[config.mk]
export PLATFORM = sky130hd
export DESIGN_NAME = axi_read_xbar
export DESIGN_NICKNAME = d
export VERILOG_FILES = /design/src/rtl/axi_pkg.sv /design/src/rtl/xbar_map_pkg.sv /design/src/rtl/route_if.sv /design/src/rtl/ar_decoder.sv /design/src/rtl/read_order_fifo.sv /design/src/rtl/r_return_mux.sv /design/src/rtl/axi_read_xbar.sv
export SDC_FILE = /design/constraint.sdc
export NUM_CORES = 1
export LEC_CHECK = 0
export BUFFER_PORTS_ARGS = -buffer_cell sky130_fd_sc_hd__clkbuf_2
export CAP_MARGIN = 20
export CORE_AREA = 2 2 183 185
export CTS_BUF_LIST = sky130_fd_sc_hd__clkbuf_16
export DETAILED_ROUTE_END_ITERATION = 10
export DIE_AREA = 0 0 185 187
export GPL_TIMING_DRIVEN = 0
export SETUP_SLACK_MARGIN = 0.15
export SYNTH_ARGS = -nofsm -noshare
export SYNTH_HDL_FRONTEND = slang
export SYNTH_SLANG_ARGS = --single-unit
[constraint.sdc]
create_clock -name clk_i -period 7.4 [get_ports clk_i]
set_input_delay 0.74 -clock clk_i [delete_from_list [all_inputs] [get_ports clk_i]]
set_output_delay 0.74 -clock clk_i [all_outputs]
set_load 0.01 [all_outputs]
[src/rtl/axi_pkg.sv]
package axi_pkg;

  // Field widths of the kept AR and R channel signals
  localparam int unsigned ID_WIDTH   = 4;
  localparam int unsigned ADDR_WIDTH = 64;
  localparam int unsigned LEN_WIDTH  = 8;
  localparam int unsigned DATA_WIDTH = 32;
  localparam int unsigned RESP_WIDTH = 2;

  typedef logic [ID_WIDTH-1:0]   axi_id_t;
  typedef logic [ADDR_WIDTH-1:0] axi_addr_t;

  // Beats in the burst minus one
  typedef logic [LEN_WIDTH-1:0]  axi_len_t;

  typedef logic [DATA_WIDTH-1:0] axi_data_t;
  typedef logic [RESP_WIDTH-1:0] axi_resp_t;

  // Response codes as encoded on rresp
  localparam axi_resp_t RESP_OKAY   = 2'b00;
  localparam axi_resp_t RESP_DECERR = 2'b11;

endpackage

[src/rtl/xbar_map_pkg.sv]
package xbar_map_pkg;

  import axi_pkg::*;

  // Downstream ports of the crossbar
  localparam int unsigned NUM_MST_PORTS = 3;

  // Outstanding reads, also the depth of the ordering FIFO
  localparam int unsigned MAX_TRANS = 4;

  typedef logic [1:0] port_idx_t;

  // FIFO pointer and fill level
  typedef logic [$clog2(MAX_TRANS)-1:0]   fifo_ptr_t;
  typedef logic [$clog2(MAX_TRANS+1)-1:0] fifo_cnt_t;

  // Inclusive address range per port, index equals port number
  localparam axi_addr_t RULE_START [NUM_MST_PORTS] = '{
    64'h0000_0000_4030_0000,
    64'h0000_0000_4010_0000,
    64'h0000_0000_4000_0000
  };

  localparam axi_addr_t RULE_END [NUM_MST_PORTS] = '{
    64'h0000_0000_4030_FFFF,
    64'h0000_0000_4012_FFFF,
    64'h0000_0000_4001_FFFF
  };

endpackage

[src/rtl/route_if.sv]
`timescale 1ns/1ps

interface route_if import axi_pkg::*, xbar_map_pkg::*; ();

  logic      valid;
  logic      ready;

  // Target port of the read, or a local error response
  port_idx_t port;
  logic      dec_err;

  // Needed to build DECERR beats without a target
  axi_id_t   id;
  axi_len_t  len;

  modport producer (
    output valid, port, dec_err, id, len,
    input  ready
  );

  modport consumer (
    input  valid, port, dec_err, id, len,
    output ready
  );

endinterface

[src/rtl/ar_decoder.sv]
`timescale 1ns/1ps

module ar_decoder import axi_pkg::*, xbar_map_pkg::*; (
  input  logic                          clk_i,
  input  logic                          arst_n_i,
  input  axi_id_t                       slv_ar_id_i,
  input  axi_addr_t                     slv_ar_addr_i,
  input  axi_len_t                      slv_ar_len_i,
  input  logic                          slv_ar_valid_i,
  output logic                          slv_ar_ready_o,
  output axi_id_t   [NUM_MST_PORTS-1:0] mst_ar_id_o,
  output axi_addr_t [NUM_MST_PORTS-1:0] mst_ar_addr_o,
  output axi_len_t  [NUM_MST_PORTS-1:0] mst_ar_len_o,
  output logic      [NUM_MST_PORTS-1:0] mst_ar_valid_o,
  input  logic      [NUM_MST_PORTS-1:0] mst_ar_ready_i,
  route_if.producer                     push
);

  logic      rule_hit;
  port_idx_t rule_port;
  port_idx_t sel_port;
  logic      dec_err;
  logic      sel_ready;
  logic      lock_q;
  port_idx_t port_q;

  // Address decode, lowest matching rule wins
  always_comb begin
    rule_hit  = 1'b0;
    rule_port = '0;
    for (int i = NUM_MST_PORTS - 1; i >= 0; i--) begin
      if (slv_ar_addr_i >= RULE_START[i] && slv_ar_addr_i <= RULE_END[i]) begin
        rule_hit  = 1'b1;
        rule_port = port_idx_t'(i);
      end
    end
  end

  // A waiting downstream AR keeps the port it was offered to
  assign sel_port = lock_q ? port_q : rule_port;
  assign dec_err  = !lock_q && !rule_hit;

  always_comb begin
    sel_ready = 1'b0;
    for (int i = 0; i < NUM_MST_PORTS; i++) begin
      mst_ar_id_o[i]    = slv_ar_id_i;
      mst_ar_addr_o[i]  = slv_ar_addr_i;
      mst_ar_len_o[i]   = slv_ar_len_i;
      // Only offered while the FIFO can take the routing entry
      mst_ar_valid_o[i] = slv_ar_valid_i && !dec_err && push.ready &&
                          (sel_port == port_idx_t'(i));
      if (sel_port == port_idx_t'(i)) begin
        sel_ready = mst_ar_ready_i[i];
      end
    end
  end

  // Upstream, downstream and FIFO handshakes coincide
  assign push.valid     = slv_ar_valid_i && (dec_err || sel_ready);
  assign push.port      = sel_port;
  assign push.dec_err   = dec_err;
  assign push.id        = slv_ar_id_i;
  assign push.len       = slv_ar_len_i;
  assign slv_ar_ready_o = push.ready && (dec_err || sel_ready);

  always_ff @(posedge clk_i or negedge arst_n_i) begin
    if (!arst_n_i) begin
      lock_q <= 1'b0;
      port_q <= '0;
    end else begin
      lock_q <= (|mst_ar_valid_o) && !sel_ready;
      port_q <= sel_port;
    end
  end

endmodule

[src/rtl/read_order_fifo.sv]
`timescale 1ns/1ps

module read_order_fifo import axi_pkg::*, xbar_map_pkg::*; (
  input  logic      clk_i,
  input  logic      arst_n_i,
  route_if.consumer push,
  route_if.producer head
);

  // Entry storage
  port_idx_t port_mem    [MAX_TRANS];
  logic      dec_err_mem [MAX_TRANS];
  axi_id_t   id_mem      [MAX_TRANS];
  axi_len_t  len_mem     [MAX_TRANS];

  fifo_ptr_t wr_ptr_q;
  fifo_ptr_t rd_ptr_q;
  fifo_cnt_t count_q;
  fifo_cnt_t count_d;
  logic      ready_q;
  logic      push_fire;
  logic      pop_fire;

  assign push_fire = push.valid && push.ready;
  assign pop_fire  = head.valid && head.ready;

  assign count_d = count_q + fifo_cnt_t'(push_fire) - fifo_cnt_t'(pop_fire);

  // Registered room flag is low in the first cycle out of reset
  assign push.ready = ready_q;

  assign head.valid   = (count_q != '0);
  assign head.port    = port_mem[rd_ptr_q];
  assign head.dec_err = dec_err_mem[rd_ptr_q];
  assign head.id      = id_mem[rd_ptr_q];
  assign head.len     = len_mem[rd_ptr_q];

  always_ff @(posedge clk_i) begin
    if (push_fire) begin
      port_mem[wr_ptr_q]    <= push.port;
      dec_err_mem[wr_ptr_q] <= push.dec_err;
      id_mem[wr_ptr_q]      <= push.id;
      len_mem[wr_ptr_q]     <= push.len;
    end
  end

  always_ff @(posedge clk_i or negedge arst_n_i) begin
    if (!arst_n_i) begin
      wr_ptr_q <= '0;
      rd_ptr_q <= '0;
      count_q  <= '0;
      ready_q  <= 1'b0;
    end else begin
      if (push_fire) begin
        wr_ptr_q <= (wr_ptr_q == fifo_ptr_t'(MAX_TRANS - 1)) ? '0 : wr_ptr_q + fifo_ptr_t'(1);
      end
      if (pop_fire) begin
        rd_ptr_q <= (rd_ptr_q == fifo_ptr_t'(MAX_TRANS - 1)) ? '0 : rd_ptr_q + fifo_ptr_t'(1);
      end
      count_q <= count_d;
      ready_q <= (count_d < fifo_cnt_t'(MAX_TRANS));
    end
  end

endmodule

[src/rtl/r_return_mux.sv]
`timescale 1ns/1ps

module r_return_mux import axi_pkg::*, xbar_map_pkg::*; (
  input  logic                          clk_i,
  input  logic                          arst_n_i,
  route_if.consumer                     head,
  input  axi_id_t   [NUM_MST_PORTS-1:0] mst_r_id_i,
  input  axi_data_t [NUM_MST_PORTS-1:0] mst_r_data_i,
  input  axi_resp_t [NUM_MST_PORTS-1:0] mst_r_resp_i,
  input  logic      [NUM_MST_PORTS-1:0] mst_r_last_i,
  input  logic      [NUM_MST_PORTS-1:0] mst_r_valid_i,
  output logic      [NUM_MST_PORTS-1:0] mst_r_ready_o,
  output axi_id_t                       slv_r_id_o,
  output axi_data_t                     slv_r_data_o,
  output axi_resp_t                     slv_r_resp_o,
  output logic                          slv_r_last_o,
  output logic                          slv_r_valid_o,
  input  logic                          slv_r_ready_i
);

  typedef enum logic {
    IDLE,
    ERR_BEATS
  } err_state_e;

  err_state_e state_q;
  err_state_e state_d;
  axi_len_t   beat_q;
  axi_len_t   beat_d;
  logic       fwd_sel;

  // Head entry targets a real port
  assign fwd_sel = head.valid && !head.dec_err;

  always_comb begin
    slv_r_valid_o = 1'b0;
    slv_r_id_o    = '0;
    slv_r_data_o  = '0;
    slv_r_resp_o  = '0;
    slv_r_last_o  = 1'b0;
    for (int i = 0; i < NUM_MST_PORTS; i++) begin
      mst_r_ready_o[i] = fwd_sel && slv_r_ready_i && (head.port == port_idx_t'(i));
      if (fwd_sel && head.port == port_idx_t'(i)) begin
        slv_r_valid_o = mst_r_valid_i[i];
        slv_r_id_o    = mst_r_id_i[i];
        slv_r_data_o  = mst_r_data_i[i];
        slv_r_resp_o  = mst_r_resp_i[i];
        slv_r_last_o  = mst_r_last_i[i];
      end
    end
    // Local error beats need no target
    if (state_q == ERR_BEATS) begin
      slv_r_valid_o = 1'b1;
      slv_r_id_o    = head.id;
      slv_r_data_o  = '0;
      slv_r_resp_o  = RESP_DECERR;
      slv_r_last_o  = (beat_q == head.len);
    end
  end

  // Entry leaves on the accepted last beat
  assign head.ready = slv_r_valid_o && slv_r_ready_i && slv_r_last_o;

  always_comb begin
    state_d = state_q;
    beat_d  = beat_q;
    case (state_q)
      IDLE: begin
        if (head.valid && head.dec_err) begin
          state_d = ERR_BEATS;
          beat_d  = '0;
        end
      end
      ERR_BEATS: begin
        if (slv_r_ready_i) begin
          if (beat_q == head.len) begin
            state_d = IDLE;
          end else begin
            beat_d = beat_q + axi_len_t'(1);
          end
        end
      end
      default: state_d = IDLE;
    endcase
  end

  always_ff @(posedge clk_i or negedge arst_n_i) begin
    if (!arst_n_i) begin
      state_q <= IDLE;
      beat_q  <= '0;
    end else begin
      state_q <= state_d;
      beat_q  <= beat_d;
    end
  end

endmodule

[src/rtl/axi_read_xbar.sv]
`timescale 1ns/1ps

module axi_read_xbar import axi_pkg::*, xbar_map_pkg::*; (
  input  logic                          clk_i,
  input  logic                          arst_n_i,
  // Upstream AR
  input  axi_id_t                       slv_ar_id_i,
  input  axi_addr_t                     slv_ar_addr_i,
  input  axi_len_t                      slv_ar_len_i,
  input  logic                          slv_ar_valid_i,
  output logic                          slv_ar_ready_o,
  // Upstream R
  output axi_id_t                       slv_r_id_o,
  output axi_data_t                     slv_r_data_o,
  output axi_resp_t                     slv_r_resp_o,
  output logic                          slv_r_last_o,
  output logic                          slv_r_valid_o,
  input  logic                          slv_r_ready_i,
  // Downstream AR
  output axi_id_t   [NUM_MST_PORTS-1:0] mst_ar_id_o,
  output axi_addr_t [NUM_MST_PORTS-1:0] mst_ar_addr_o,
  output axi_len_t  [NUM_MST_PORTS-1:0] mst_ar_len_o,
  output logic      [NUM_MST_PORTS-1:0] mst_ar_valid_o,
  input  logic      [NUM_MST_PORTS-1:0] mst_ar_ready_i,
  // Downstream R
  input  axi_id_t   [NUM_MST_PORTS-1:0] mst_r_id_i,
  input  axi_data_t [NUM_MST_PORTS-1:0] mst_r_data_i,
  input  axi_resp_t [NUM_MST_PORTS-1:0] mst_r_resp_i,
  input  logic      [NUM_MST_PORTS-1:0] mst_r_last_i,
  input  logic      [NUM_MST_PORTS-1:0] mst_r_valid_i,
  output logic      [NUM_MST_PORTS-1:0] mst_r_ready_o
);

  // Decoder to FIFO, and FIFO head to return mux
  route_if push_if ();
  route_if head_if ();

  ar_decoder ar_decoder_inst (
    .clk_i          (clk_i),
    .arst_n_i       (arst_n_i),
    .slv_ar_id_i    (slv_ar_id_i),
    .slv_ar_addr_i  (slv_ar_addr_i),
    .slv_ar_len_i   (slv_ar_len_i),
    .slv_ar_valid_i (slv_ar_valid_i),
    .slv_ar_ready_o (slv_ar_ready_o),
    .mst_ar_id_o    (mst_ar_id_o),
    .mst_ar_addr_o  (mst_ar_addr_o),
    .mst_ar_len_o   (mst_ar_len_o),
    .mst_ar_valid_o (mst_ar_valid_o),
    .mst_ar_ready_i (mst_ar_ready_i),
    .push           (push_if.producer)
  );

  read_order_fifo read_order_fifo_inst (
    .clk_i    (clk_i),
    .arst_n_i (arst_n_i),
    .push     (push_if.consumer),
    .head     (head_if.producer)
  );

  r_return_mux r_return_mux_inst (
    .clk_i         (clk_i),
    .arst_n_i      (arst_n_i),
    .head          (head_if.consumer),
    .mst_r_id_i    (mst_r_id_i),
    .mst_r_data_i  (mst_r_data_i),
    .mst_r_resp_i  (mst_r_resp_i),
    .mst_r_last_i  (mst_r_last_i),
    .mst_r_valid_i (mst_r_valid_i),
    .mst_r_ready_o (mst_r_ready_o),
    .slv_r_id_o    (slv_r_id_o),
    .slv_r_data_o  (slv_r_data_o),
    .slv_r_resp_o  (slv_r_resp_o),
    .slv_r_last_o  (slv_r_last_o),
    .slv_r_valid_o (slv_r_valid_o),
    .slv_r_ready_i (slv_r_ready_i)
  );

endmodule

==> out/metrics.yaml <==
clock_tree:
  clock-sinks: 80
  cts_hold_buf: 0
  clockBufferDepth: 2
  clk_latency_ns: 0.34
  cts_tree: "yes"
  cts_buffers: 9
  cts_resized: 0
  cts_root_buffer: "clkbuf_16"
  clkTransAtPathRegs_ns: 0.07
  postCtsSetupBuffers: 0
  cts.htree.levels: 3
global_routing:
  grt_overflow: 0
  grt_pass1_wl_um: 38780
  grt_pass1_vias: 6020
  antenna_found_initial: 3
  grt_use_total: 0.1528
  grt_max_degree: 21
final_layout:
  ff_latch_area_um2: 2302
  drive_gt1_frac: 0.6394
  nets: 1369
  area_delta_synth_final_pct: 50.66
  final_util: 0.2911
  multi_input_area_um2: 2150
  design_area_um2: 9567
  num-fill-cells: 3573
setup_path:
  start_kind: "flip-flop"
  worstPathMaxFanout: 10
  crit_start: "read_order_fifo_inst.rd_ptr_q[0]$_DFFE_PN0P_"
  critPathCapture: "slv_r_data_o[24]"
  r2r-start: "read_order_fifo_inst.rd_ptr_q[0]$_DFFE_PN0P_"
  rr_endpoint: "read_order_fifo_inst.count_q[2]$_DFF_PN0_"
  path_class: "reg2out"
  rrSetupSlack_ns: 3.40
  cp.required_ns: 6.66
  ff2ff_path_depth: 18
  end_kind: "primary output"
  crit_arrival_ns: 3.66
synthesis:
  ys.flop_type: "edfxtp_1"
  synth_cells: 681
  muxShareOfSynthArea: 0.06010
  synthXorXnorAreaFrac: 0.01931
  synth_common_cells: "buf_4 (228), nand2_1 (67), edfxtp_1 (60)"
  synth_top_family_by_area: "buffers and inverters"
  synthSimpleGateAreaFrac: 0.1285
  synth_seq_cells: 80
  ys_seq_area_frac: 0.3626
  synth_top_area_frac: 0.2837
  yosysTopAreaCell: "edfxtp_1"
  syn_area_um2: 6350
  synth_compound_area_frac: 0.1101
  yosys_warnings: 0
  yosysMostFrequentCell: "buf_4"
  syn-num-nets: 893
  synthArstFlopShare: 0.2500
  synthAdderAreaFrac: 0.02049
  ys_types: 50
  synth_edf_count: 60
  ys_top_cells_by_area: "edfxtp_1 (28%), buf_4 (27%), dfrtp_1 (7.9%), mux4_2 (5.3%), o21ai_0 (4.1%)"
  syn_avg_cell_area_um2: 9.324
drt:
  dr.pass1.iters: 6
  drt_wl_total_um: 28010
  drt_iter0_markers: 217
  wl_per_cell_um: 17.39
  num_vias: 6354
  drc: 0
  drtAntennaViolNets: 0
  via_per_inst: 3.944
place:
  place_area_um2: 9243
  gp_congestion: 0.8269
  place_ws_ns: 2.783
  io_buffer_count: 460
  dp_hpwl_um: 24370
power:
  max-vdd-ir-drop_uv: 125.0
  intPower_mw: 1.202
  p_leak_nw: 4.760
  p_sw_frac: 0.3696
  p_total_mw: 1.906
  p_comb_frac: 0.435
  p_sw_uw: 704.7
  pwr-share-clk: 0.239
  power_density_nw_per_um2: 199.3
  pwr-share-seq: 0.327
timing:
  setup-violations-final: 0
  setup_ws_ns: 3.005
  period_needed_ns: 4.395
  slew_violations: 0
  setup_tns_ns: 0
  slew_headroom: 0.3606
  post-route-period-util: 0.5940
  clock.fmax_mhz: 227.5
  fin_worst_skew_ns: 0.008359
  rsz0062_at_grt: "no"
  finalHoldViolCount: 0
  worst_pin_slew_ns: 0.9571
die:
  row_count: 67
  die_w_um: 185
  initial_core_util: 0.1932
  core_um2: 32860
  ioPinCount: 478
  die_area_um2: 34600
  die_h_um: 187
run_status:
  status: "complete, no violations"
worst_hold_path:
  hold_class: "in2async"
run:
  maxCapViolCount: 0
kinds of logic (layout without fill, tap and decap cells):
logic type,after synthesis,count (layout)
and+or+nand+nor,179,179
xor gates and xnor gates,14,14
other,0,1
adders and majority gates,10,10
buffers and inverters,271,752
DFF,80,80
AOI/OAI and AO/OA,108,108
muxes,19,19
power groups by stage:
stage / registers, mW / logic [mW] / clock network [mW]
floorplan: 0.616 / 0.520 / 0
global placement: 0.629 / 0.813 / 0
detailed placement: 0.632 / 0.836 / 0
CTS: 0.623 / 0.839 / 0.466
global route: 0.632 / 0.911 / 0.484
finish: 0.623 / 0.829 / 0.455
cell usage in the layout, fill, tap and decap left out, types with 8 or more instances in the layout:
| cell | count |
|---|---|
| clkbuf_2 | 460 |
| buf_4 | 232 |
| nand2_1 | 67 |
| edfxtp_1 | 60 |
| nor2_1 | 56 |
| o21ai_0 | 52 |
| a211oi_1 | 33 |
| dfrtp_1 | 20 |
| clkbuf_1 | 19 |
| mux4_2 | 15 |
| inv_1 | 14 |
| nor4_1 | 13 |
| xnor2_1 | 13 |
| clkbuf_16 | 9 |
| nand3_1 | 8 |
| buf_2 | 8 |
| ha_1 | 8 |
stage by stage:
stage | hold WS, ns | std cells
5_1_grt | 0.4148 | 1610
3_5_place_dp | 0.5628 | 1593
4_1_cts | 0.3881 | 1609
2_1_floorplan | 0.4444 | 681
6_report | 0.3682 | 1611
3_3_place_gp | 0.5550 | 1589
how the worst min path moves through the flow:
stage | slack, ns | cells after the start | endpoint | startpoint
detailed placement | 0.56 | 2 | r_return_mux_inst.beat_q[7]$_DFFE_PN0P_ | r_return_mux_inst.beat_q[7]$_DFFE_PN0P_
global route | 0.41 | 1 | r_return_mux_inst.beat_q[6]$_DFFE_PN0P_ | arst_n_i
finish | 0.37 | 1 | r_return_mux_inst.beat_q[6]$_DFFE_PN0P_ | arst_n_i
CTS | 0.39 | 1 | r_return_mux_inst.beat_q[3]$_DFFE_PN0P_ | arst_n_i
floorplan | 0.44 | 0 | ar_decoder_inst.lock_q$_DFF_PN0_ | arst_n_i
global placement | 0.55 | 2 | r_return_mux_inst.beat_q[7]$_DFFE_PN0P_ | r_return_mux_inst.beat_q[7]$_DFFE_PN0P_
registers in the layout (all words and copies together), names as in the netlist:
| signal | count |
|---|---|
| read_order_fifo_inst.len_mem | 32 |
| read_order_fifo_inst.id_mem | 16 |
| r_return_mux_inst.beat_q | 8 |
| read_order_fifo_inst.port_mem | 8 |
| read_order_fifo_inst.dec_err_mem | 4 |
| read_order_fifo_inst.count_q | 3 |
| ar_decoder_inst.port_q | 2 |
| read_order_fifo_inst.rd_ptr_q | 2 |
| read_order_fifo_inst.wr_ptr_q | 2 |
| ar_decoder_inst.lock_q | 1 |
| r_return_mux_inst.state_q | 1 |
| read_order_fifo_inst.push.ready | 1 |
metal layers:
metal	vias to the layer above	GRT usage	routed length [µm]
met5	-	0	28
met4	4	0.03144	367
met3	24	0.06289	2960
met2	245	0.2494	12840
met1	2989	0.1886	11820
li1	3092	-	-
final cells by class:
cell class | count | area share
Antenna cell | 1 | 0.0002616
Inverter | 14 | 0.005493
Clock buffer | 9 | 0.02354
Sequential cell | 80 | 0.2406
Timing Repair Buffer | 465 | 0.2450
Clock inverter | 7 | 0.008894
Buffer | 257 | 0.1929
Multi-Input combinational cell | 330 | 0.2247
Tap cell | 448 | 0.05859
worst max-delay path, cell delays in order, from the launching register on:
cell and delay, ns:
dfrtp_1 0.48, mux4_2 0.75, nor4_4 0.57, buf_2 0.36, buf_2 0.30, nand2_1 0.08
a211oi_1 0.47, clkbuf_2 0.31
(Power assumes the default switching activity.)
